==> config.mk <==
export PLATFORM = sky130hd
export DESIGN_NAME = hpcp_top
export DESIGN_NICKNAME = d
export VERILOG_FILES = /design/src/hpcp_pkg.sv /design/src/hpcp_event_sel.sv /design/src/hpcp_counter.sv /design/src/hpcp_bus_arb.sv /design/src/hpcp_regfile.sv /design/src/hpcp_top.sv
export SDC_FILE = /design/constraint.sdc
export NUM_CORES = 1
export LEC_CHECK = 0
export ABC_AREA = 0
export ABC_CLOCK_PERIOD_IN_PS = 8700
export BUFFER_PORTS_ARGS = -buffer_cell sky130_fd_sc_hd__buf_2
export CAP_MARGIN = 10
export CORE_UTILIZATION = 30
export DETAILED_ROUTE_END_ITERATION = 16
export HOLD_SLACK_MARGIN = 0.1
export SKIP_LAST_GASP = 1
export SYNTH_ARGS = -nofsm -noshare
export SYNTH_HDL_FRONTEND = slang
export SYNTH_HIERARCHICAL = 1
export SYNTH_SLANG_ARGS = --single-unit
==> constraint.sdc <==
create_clock -name eventx_clk -period 8.7 [get_ports eventx_clk]
set_clock_uncertainty 0.1 [all_clocks]
set_input_delay 1.305 -clock eventx_clk [delete_from_list [all_inputs] [get_ports eventx_clk]]
set_output_delay 1.305 -clock eventx_clk [all_outputs]
set_load 0.005 [all_outputs]
==> src/hpcp_pkg.sv <==
package hpcp_pkg;

  //============================================================
  // Widths
  //============================================================

  // Event selector register width
  localparam int HPMEVT_WIDTH = 6;

  // Register bus data and address
  localparam int DATA_W = 64;
  localparam int ADDR_W = 8;

  //============================================================
  // Register address map
  //============================================================

  // Shared inhibit register, one bit per counter
  localparam logic [ADDR_W-1:0] ADDR_INHIBIT = 8'h00;

  // Counter i at ADDR_CNT_BASE + i
  localparam logic [ADDR_W-1:0] ADDR_CNT_BASE = 8'h10;

  // Selector i at ADDR_SEL_BASE + i
  localparam logic [ADDR_W-1:0] ADDR_SEL_BASE = 8'h20;

  //============================================================
  // Bus ownership
  //============================================================

  // Who drives the register bus in a given cycle
  typedef enum logic [1:0] {
    OWN_NONE = 2'd0,
    OWN_CORE = 2'd1,
    OWN_DBG  = 2'd2
  } hpcp_owner_e;

endpackage

==> src/hpcp_event_sel.sv <==
`timescale 1ns/1ps

module hpcp_event_sel
  import hpcp_pkg::*;
#(
  parameter int EVT_NUM = 42
) (
  input  logic                    eventx_clk,
  input  logic                    cpurst_b,
  input  logic                    wen,
  input  logic [DATA_W-1:0]       wdata,
  input  logic [EVT_NUM-1:0]      events,
  output logic [HPMEVT_WIDTH-1:0] sel_value,
  output logic                    evt_hit
);

  logic                    value_ok;
  logic [HPMEVT_WIDTH-1:0] sel_q;
  // Slot 0 is the "no event" code
  logic [EVT_NUM:0]        evt_ext;

  //============================================================
  // Legal-value mask on write
  //============================================================

  // Upper bits must be clear
  // Low bits must name an existing event
  assign value_ok = !(|wdata[DATA_W-1:HPMEVT_WIDTH])
                 && (wdata[HPMEVT_WIDTH-1:0] <= HPMEVT_WIDTH'(EVT_NUM));

  always_ff @(posedge eventx_clk or negedge cpurst_b)
  begin
    if (!cpurst_b)
      sel_q <= '0;
    else if (wen)
      sel_q <= wdata[HPMEVT_WIDTH-1:0] & {HPMEVT_WIDTH{value_ok}};
  end

  //============================================================
  // Event pick
  //============================================================

  // Selector k maps to event bit k-1
  assign evt_ext = {events, 1'b0};

  // sel_q never exceeds EVT_NUM so the index stays in range
  assign evt_hit = evt_ext[sel_q];

  assign sel_value = sel_q;

endmodule

==> src/hpcp_counter.sv <==
`timescale 1ns/1ps

module hpcp_counter
  import hpcp_pkg::*;
#(
  parameter int EVT_NUM = 42
) (
  input  logic                    eventx_clk,
  input  logic                    cpurst_b,
  input  logic                    cnt_wen,
  input  logic                    sel_wen,
  input  logic [DATA_W-1:0]       wdata,
  input  logic [EVT_NUM-1:0]      events,
  input  logic                    inhibit,
  output logic [DATA_W-1:0]       cnt_value,
  output logic [HPMEVT_WIDTH-1:0] sel_value
);

  logic              evt_hit;
  logic              cnt_inc;
  logic [DATA_W-1:0] cnt_q;

  //============================================================
  // Own event selector
  //============================================================

  hpcp_event_sel #(
    .EVT_NUM (EVT_NUM)
  ) x_event_sel (
    .eventx_clk (eventx_clk),
    .cpurst_b   (cpurst_b),
    .wen        (sel_wen),
    .wdata      (wdata),
    .events     (events),
    .sel_value  (sel_value),
    .evt_hit    (evt_hit)
  );

  //============================================================
  // Counter register
  //============================================================

  // Clock enable in place of a gated clock
  assign cnt_inc = evt_hit && !inhibit;

  // Preload beats increment
  // Natural wrap at 2^64
  always_ff @(posedge eventx_clk or negedge cpurst_b)
  begin
    if (!cpurst_b)
      cnt_q <= '0;
    else if (cnt_wen)
      cnt_q <= wdata;
    else if (cnt_inc)
      cnt_q <= cnt_q + 1'b1;
  end

  assign cnt_value = cnt_q;

endmodule

==> src/hpcp_bus_arb.sv <==
`timescale 1ns/1ps

module hpcp_bus_arb
  import hpcp_pkg::*;
(
  input  logic              eventx_clk,
  input  logic              cpurst_b,
  // Core CSR port
  input  logic              core_req,
  input  logic              core_wen,
  input  logic [ADDR_W-1:0] core_addr,
  input  logic [DATA_W-1:0] core_wdata,
  output logic [DATA_W-1:0] core_rdata,
  output logic              core_done,
  // Debug port
  input  logic              dbg_req,
  input  logic              dbg_wen,
  input  logic [ADDR_W-1:0] dbg_addr,
  input  logic [DATA_W-1:0] dbg_wdata,
  output logic [DATA_W-1:0] dbg_rdata,
  output logic              dbg_done,
  // Register bus
  output logic              bus_sel,
  output logic              bus_wen,
  output logic [ADDR_W-1:0] bus_addr,
  output logic [DATA_W-1:0] bus_wdata,
  input  logic [DATA_W-1:0] bus_rdata
);

  hpcp_owner_e owner;
  hpcp_owner_e last_owner;

  //============================================================
  // Owner pick
  //============================================================

  // Core first, then debug
  // A port showing done this cycle is skipped
  always_comb
  begin
    if (core_req && !core_done)
      owner = OWN_CORE;
    else if (dbg_req && !dbg_done)
      owner = OWN_DBG;
    else
      owner = OWN_NONE;
  end

  // Steer winner onto the bus
  always_comb
  begin
    case (owner)
      OWN_CORE:
      begin
        bus_wen   = core_wen;
        bus_addr  = core_addr;
        bus_wdata = core_wdata;
      end
      OWN_DBG:
      begin
        bus_wen   = dbg_wen;
        bus_addr  = dbg_addr;
        bus_wdata = dbg_wdata;
      end
      default:
      begin
        bus_wen   = 1'b0;
        bus_addr  = '0;
        bus_wdata = '0;
      end
    endcase
  end

  assign bus_sel = (owner != OWN_NONE);

  //============================================================
  // Done and read data return
  //============================================================

  always_ff @(posedge eventx_clk or negedge cpurst_b)
  begin
    if (!cpurst_b)
      last_owner <= OWN_NONE;
    else
      last_owner <= owner;
  end

  // One-cycle pulse to last cycle's owner
  assign core_done = (last_owner == OWN_CORE);
  assign dbg_done  = (last_owner == OWN_DBG);

  // Read data held until the next access of the same port
  always_ff @(posedge eventx_clk)
  begin
    if (owner == OWN_CORE)
      core_rdata <= bus_rdata;
    if (owner == OWN_DBG)
      dbg_rdata <= bus_rdata;
  end

endmodule

==> src/hpcp_regfile.sv <==
`timescale 1ns/1ps

module hpcp_regfile
  import hpcp_pkg::*;
#(
  parameter int CNT_NUM = 4,
  parameter int EVT_NUM = 42
) (
  input  logic                                 eventx_clk,
  input  logic                                 cpurst_b,
  // Register bus
  input  logic                                 bus_sel,
  input  logic                                 bus_wen,
  input  logic [ADDR_W-1:0]                    bus_addr,
  input  logic [DATA_W-1:0]                    bus_wdata,
  output logic [DATA_W-1:0]                    bus_rdata,
  // Counter side
  output logic [CNT_NUM-1:0]                   cnt_wen,
  output logic [CNT_NUM-1:0]                   sel_wen,
  output logic [DATA_W-1:0]                    wdata,
  output logic [CNT_NUM-1:0]                   inhibit,
  input  logic [CNT_NUM-1:0][DATA_W-1:0]       cnt_values,
  input  logic [CNT_NUM-1:0][HPMEVT_WIDTH-1:0] sel_values
);

  logic               bus_write;
  logic               inh_hit;
  logic [CNT_NUM-1:0] cnt_hit;
  logic [CNT_NUM-1:0] sel_hit;
  logic [CNT_NUM-1:0] inhibit_q;

  //============================================================
  // Parameter range check
  //============================================================

  // More than 16 counters would overlap the selector block
  // Selector field holds at most 63
  if ((CNT_NUM < 1) || (CNT_NUM > 16) || (EVT_NUM < 1) || (EVT_NUM > 63))
  begin : g_param_check
    $error("hpcp_regfile: CNT_NUM or EVT_NUM out of range");
  end

  //============================================================
  // Address decode
  //============================================================

  assign bus_write = bus_sel && bus_wen;
  assign inh_hit   = (bus_addr == ADDR_INHIBIT);

  // One hit bit per counter and per selector
  always_comb
  begin
    for (int i = 0; i < CNT_NUM; i++)
    begin
      cnt_hit[i] = (bus_addr == ADDR_W'(ADDR_CNT_BASE + i));
      sel_hit[i] = (bus_addr == ADDR_W'(ADDR_SEL_BASE + i));
    end
  end

  // Write strobes, one-hot
  // Unmapped addresses raise nothing
  assign cnt_wen = cnt_hit & {CNT_NUM{bus_write}};
  assign sel_wen = sel_hit & {CNT_NUM{bus_write}};

  // Shared write data to every counter
  assign wdata = bus_wdata;

  //============================================================
  // Inhibit register
  //============================================================

  // Only the low CNT_NUM bits are kept
  always_ff @(posedge eventx_clk or negedge cpurst_b)
  begin
    if (!cpurst_b)
      inhibit_q <= '0;
    else if (bus_write && inh_hit)
      inhibit_q <= bus_wdata[CNT_NUM-1:0];
  end

  assign inhibit = inhibit_q;

  //============================================================
  // Read data mux
  //============================================================

  // Zero for any unmapped address
  // Narrow registers zero-extended to the bus
  always_comb
  begin
    bus_rdata = '0;
    if (inh_hit)
      bus_rdata = {{(DATA_W-CNT_NUM){1'b0}}, inhibit_q};
    for (int i = 0; i < CNT_NUM; i++)
    begin
      if (cnt_hit[i])
        bus_rdata = cnt_values[i];
      if (sel_hit[i])
        bus_rdata = {{(DATA_W-HPMEVT_WIDTH){1'b0}}, sel_values[i]};
    end
  end

endmodule

==> src/hpcp_top.sv <==
`timescale 1ns/1ps

module hpcp_top
  import hpcp_pkg::*;
#(
  parameter int CNT_NUM = 4,
  parameter int EVT_NUM = 42
) (
  input  logic               eventx_clk,
  input  logic               cpurst_b,
  // Core CSR port
  input  logic               core_req,
  input  logic               core_wen,
  input  logic [ADDR_W-1:0]  core_addr,
  input  logic [DATA_W-1:0]  core_wdata,
  output logic [DATA_W-1:0]  core_rdata,
  output logic               core_done,
  // Debug port
  input  logic               dbg_req,
  input  logic               dbg_wen,
  input  logic [ADDR_W-1:0]  dbg_addr,
  input  logic [DATA_W-1:0]  dbg_wdata,
  output logic [DATA_W-1:0]  dbg_rdata,
  output logic               dbg_done,
  // Event inputs
  input  logic [EVT_NUM-1:0] events
);

  // Register bus
  logic              bus_sel;
  logic              bus_wen;
  logic [ADDR_W-1:0] bus_addr;
  logic [DATA_W-1:0] bus_wdata;
  logic [DATA_W-1:0] bus_rdata;

  // Per-counter strobes and state
  logic [CNT_NUM-1:0]                   cnt_wen;
  logic [CNT_NUM-1:0]                   sel_wen;
  logic [DATA_W-1:0]                    wdata;
  logic [CNT_NUM-1:0]                   inhibit;
  logic [CNT_NUM-1:0][DATA_W-1:0]       cnt_values;
  logic [CNT_NUM-1:0][HPMEVT_WIDTH-1:0] sel_values;

  //============================================================
  // Port arbiter
  //============================================================

  hpcp_bus_arb x_bus_arb (
    .eventx_clk (eventx_clk),
    .cpurst_b   (cpurst_b),
    .core_req   (core_req),
    .core_wen   (core_wen),
    .core_addr  (core_addr),
    .core_wdata (core_wdata),
    .core_rdata (core_rdata),
    .core_done  (core_done),
    .dbg_req    (dbg_req),
    .dbg_wen    (dbg_wen),
    .dbg_addr   (dbg_addr),
    .dbg_wdata  (dbg_wdata),
    .dbg_rdata  (dbg_rdata),
    .dbg_done   (dbg_done),
    .bus_sel    (bus_sel),
    .bus_wen    (bus_wen),
    .bus_addr   (bus_addr),
    .bus_wdata  (bus_wdata),
    .bus_rdata  (bus_rdata)
  );

  //============================================================
  // Register file
  //============================================================

  hpcp_regfile #(
    .CNT_NUM (CNT_NUM),
    .EVT_NUM (EVT_NUM)
  ) x_regfile (
    .eventx_clk (eventx_clk),
    .cpurst_b   (cpurst_b),
    .bus_sel    (bus_sel),
    .bus_wen    (bus_wen),
    .bus_addr   (bus_addr),
    .bus_wdata  (bus_wdata),
    .bus_rdata  (bus_rdata),
    .cnt_wen    (cnt_wen),
    .sel_wen    (sel_wen),
    .wdata      (wdata),
    .inhibit    (inhibit),
    .cnt_values (cnt_values),
    .sel_values (sel_values)
  );

  //============================================================
  // Event counters
  //============================================================

  for (genvar i = 0; i < CNT_NUM; i++)
  begin : g_cnt
    hpcp_counter #(
      .EVT_NUM (EVT_NUM)
    ) x_counter (
      .eventx_clk (eventx_clk),
      .cpurst_b   (cpurst_b),
      .cnt_wen    (cnt_wen[i]),
      .sel_wen    (sel_wen[i]),
      .wdata      (wdata),
      .events     (events),
      .inhibit    (inhibit[i]),
      .cnt_value  (cnt_values[i]),
      .sel_value  (sel_values[i])
    );
  end

endmodule

==> impl_metrics.yaml <==
clock_tree:
  cts_hold_buf: 0
  post_cts_buffers: 0
  insertion_delay_ps: 620
  path_clk_slew_ps: 60
  cts_root_buf: "clkbuf_16"
  cts_inserted_buffers: 51
  clk_path_buf_depth: 3
  cts.sinks: 414
  htreeDepth: 2
  tritoncts: "yes"
  cts_resized: 0
pwr:
  p_leak_nw: 12.46
  power_density_nw_per_um2: 177.9
  ir_drop_mv: 0.1500
synthesis:
  yosysMostFrequentCell: "nand2_1"
  async_flop_share_pct: 69.08
  ys_dominant_reg_cell: "dfrtp_1"
  ys_ff_latch: 414
  synth_commonest_cells: "371 x nand2_1, 286 x dfrtp_1, 285 x o21ai_0, 234 x nand3_1, 192 x nor2_1"
  yosys-top-cells-area: "dfrtp_1 25%, edfxtp_1 14%, o21ai_0 5.0%"
  yosysSeqAreaShare_pct: 38.66
  avgSynthCellArea_um2: 8.517
  yosysWarnings: 6
  synthCells: 3341
  synth_top_cell_by_area: "dfrtp_1"
  syn-cell-area_um2: 28450
  synth_nets: 3537
  synth.distinct_cells: 73
  synth_edf_count: 128
  synth_top_area_share_pct: 25.15
cells_and_area:
  area_delta_synth_final_pct: 15.38
  layout.nets: 3744
  fillers: 9821
  multi_input_area_um2: 15800
  register_area_um2: 11000
  final_core_util_pct: 35.07
  final_layout_size_suffix_gt1_share_pct: 17.09
floorplan:
  dieHeight_um: 310.0
  initial_utilization_pct: 30.40
  core_um2: 93610
  die_area_um2: 96080
  rows: 112
  io_pins: 322
  dieWidth_um: 310.0
place:
  hpwl_um: 92960
  io_buffers: 321
  gp_congestion: 1.018
route:
  postRouteWirelength_um: 123200
  dr.first_iter.drc_count: 3943
  num_vias: 28900
  dr.pass1.iters: 7
  via_per_inst: 5.969
  avgRoutedWirePerCell_um: 25.44
  antenna_left: 0
  route.detailed.drc: 0
global_route:
  grt.total_usage_pct: 24.97
  grt_max_degree: 109
  grt_pass1_vias: 26060
  grt.overflow.total: 0
  grt_pass1_wl_um: 178600
  antenna_found_initial: 2
critical_path:
  worstSetupPathType: "input pin to flip-flop"
  critical_path.top_delay_family: "simple AND/OR/NAND/NOR gates"
  cp_max_fo: 29
  worstPathRequired_ps: 9140
  slowest_delay_ps: 890
  start_kind: "input pin"
  crit_chain: "buf_2, and2_4, a211oi_4, buf_4, nor3_1, nand3_1, nor3_1, nor4b_2, nand4_1, nor4_4, nand2_1, o22ai_1"
  cp_slowest_cell: "nor3_1"
  arrival_ps: 6110
  cp-end-kind: "flip-flop"
  cp_num_buf_inv: 2
  cpMostUsedCell: "nor3_1"
timing:
  worst_pin_slew_ps: 1254
  final.min_clock_period_ps: 5664
  relSlewSlack_pct: 16.13
  final-setup-viol-count: 0
  hold_viol: 0
  period_share_pct: 65.11
  finalSetupTns_ps: 0
  drv_slew: 0
  rsz0062_at_grt: "false"
  fmax_mhz: 176.5
run:
  drv_cap: 0
hold_path:
  min_path_type: "flip-flop to flip-flop"
run_status:
  outcome: "finished clean"
==> stage by stage <==
step / hold slack [ps] / total power [mW] / setup WS [ps] / cell area [µm²] / instances
after CTS: 478.3 / 5.836 / 3180 / 32830 / 4841
after global routing: 508.2 / 6.058 / 2756 / 32830 / 4841
after floorplan: 434.6 / 3.143 / 4053 / 28450 / 3341
final: 475.7 / 5.840 / 3036 / 32830 / 4842
after global placement: 452.7 / 3.681 / 2401 / 31180 / 4749
after detailed placement: 469.8 / 3.689 / 2511 / 31180 / 4749
==> power by group <==
group	internal, mW	switching (mW)
Sequential	2.20	0.361
Clock	1.23	0.909
Combinational	0.425	0.718
Total	3.85	1.99
==> sequential cells by signal (all words and copies together), names as in the netlist <==
name                                   flops
g_cnt.x_counter/cnt_value                256
g_cnt.x_counter/x_event_sel/sel_value     24
x_bus_arb/last_owner                       2
x_regfile/inhibit                          4
x_bus_arb/core_rdata                      64
x_bus_arb/dbg_rdata                       64
==> layer usage <==
| layer | global-route usage [%] | vias up | share of wire, % | wire length [µm] |
|---|---|---|---|---|
| met3 | 5.217 | 195 | 12 | 14330 |
| met2 | 36.02 | 1727 | 42 | 51810 |
| met4 | 7.023 | 2 | 2.8 | 3496 |
| li1 | - | 12950 | - | - |
| met5 | 0 | - | 0.0097 | 12 |
| met1 | 37.13 | 14040 | 43 | 53520 |
==> placed cells by master (no fill, tap or decap), types with 18 or more instances in the layout <==
master	instances
a211oi_1	55
a211oi_2	18
a21oi_1	150
a22oi_1	38
a31oi_1	152
and3_1	61
buf_2	319
buf_4	91
clkbuf_16	54
dfrtp_1	286
edfxtp_1	128
inv_1	138
mux2_2	21
mux2i_1	70
mux4_2	36
nand2_1	370
nand3_1	234
nand4_1	176
nor2_1	190
nor2b_1	26
nor3_1	72
nor4_1	125
o21ai_0	285
or3_1	41
or4_1	52
xnor2_1	56
xor2_1	100
==> final timing paths <==
| kind | startpoint | endpoint | slack (ps) | cells after the start |
|---|---|---|---|---|
| setup / recovery | core_req | g_cnt[0].x_counter/x_event_sel/sel_value[5] | 3040 | 12 |
| hold / removal | g_cnt[2].x_counter/cnt_value[63] | g_cnt[2].x_counter/cnt_value[63] | 480 | 2 |
| setup reg to reg | x_bus_arb/last_owner[0] | g_cnt[0].x_counter/x_event_sel/sel_value[5] | 3180 | 13 |
| hold reg to reg | g_cnt[2].x_counter/cnt_value[63] | g_cnt[2].x_counter/cnt_value[63] | 480 | 2 |
| max in group asynchronous | cpurst_b | g_cnt[0].x_counter/cnt_value[18] | 6360 | 2 |
| min in group asynchronous | cpurst_b | g_cnt[3].x_counter/x_event_sel/sel_value[2] | 640 | 1 |
==> layout make-up <==
class / count / share of cell area (%)
tap: 1254 / 4.779
clock buffer: 70 / 4.421
clock inverter: 22 / 0.5945
multi-input combinational: 2531 / 48.11
antenna: 1 / 0.007622
inverter: 139 / 1.589
timing repair buffer: 411 / 6.989
sequential: 414 / 33.51
==> kinds of logic after synthesis <==
group | share of synthesized area [%]
xor gates and xnor gates | 4.802
buffers and inverters | 6.618
muxes | 6.143
DFF | 38.66
and+or+nand+nor | 27.31
AOI/OAI and AO/OA | 16.30
adders and majority gates | 0.1759
==> worst reg2reg max path: cells and delay by family, from the launching register on <==
| kind | cells | cell delay (ps) |
|---|---|---|
| compound gates | 3 | 550 |
| simple gates | 8 | 3730 |
| buf+inv | 2 | 680 |
| flops | 1 | 400 |
(Power assumes the default switching activity.)
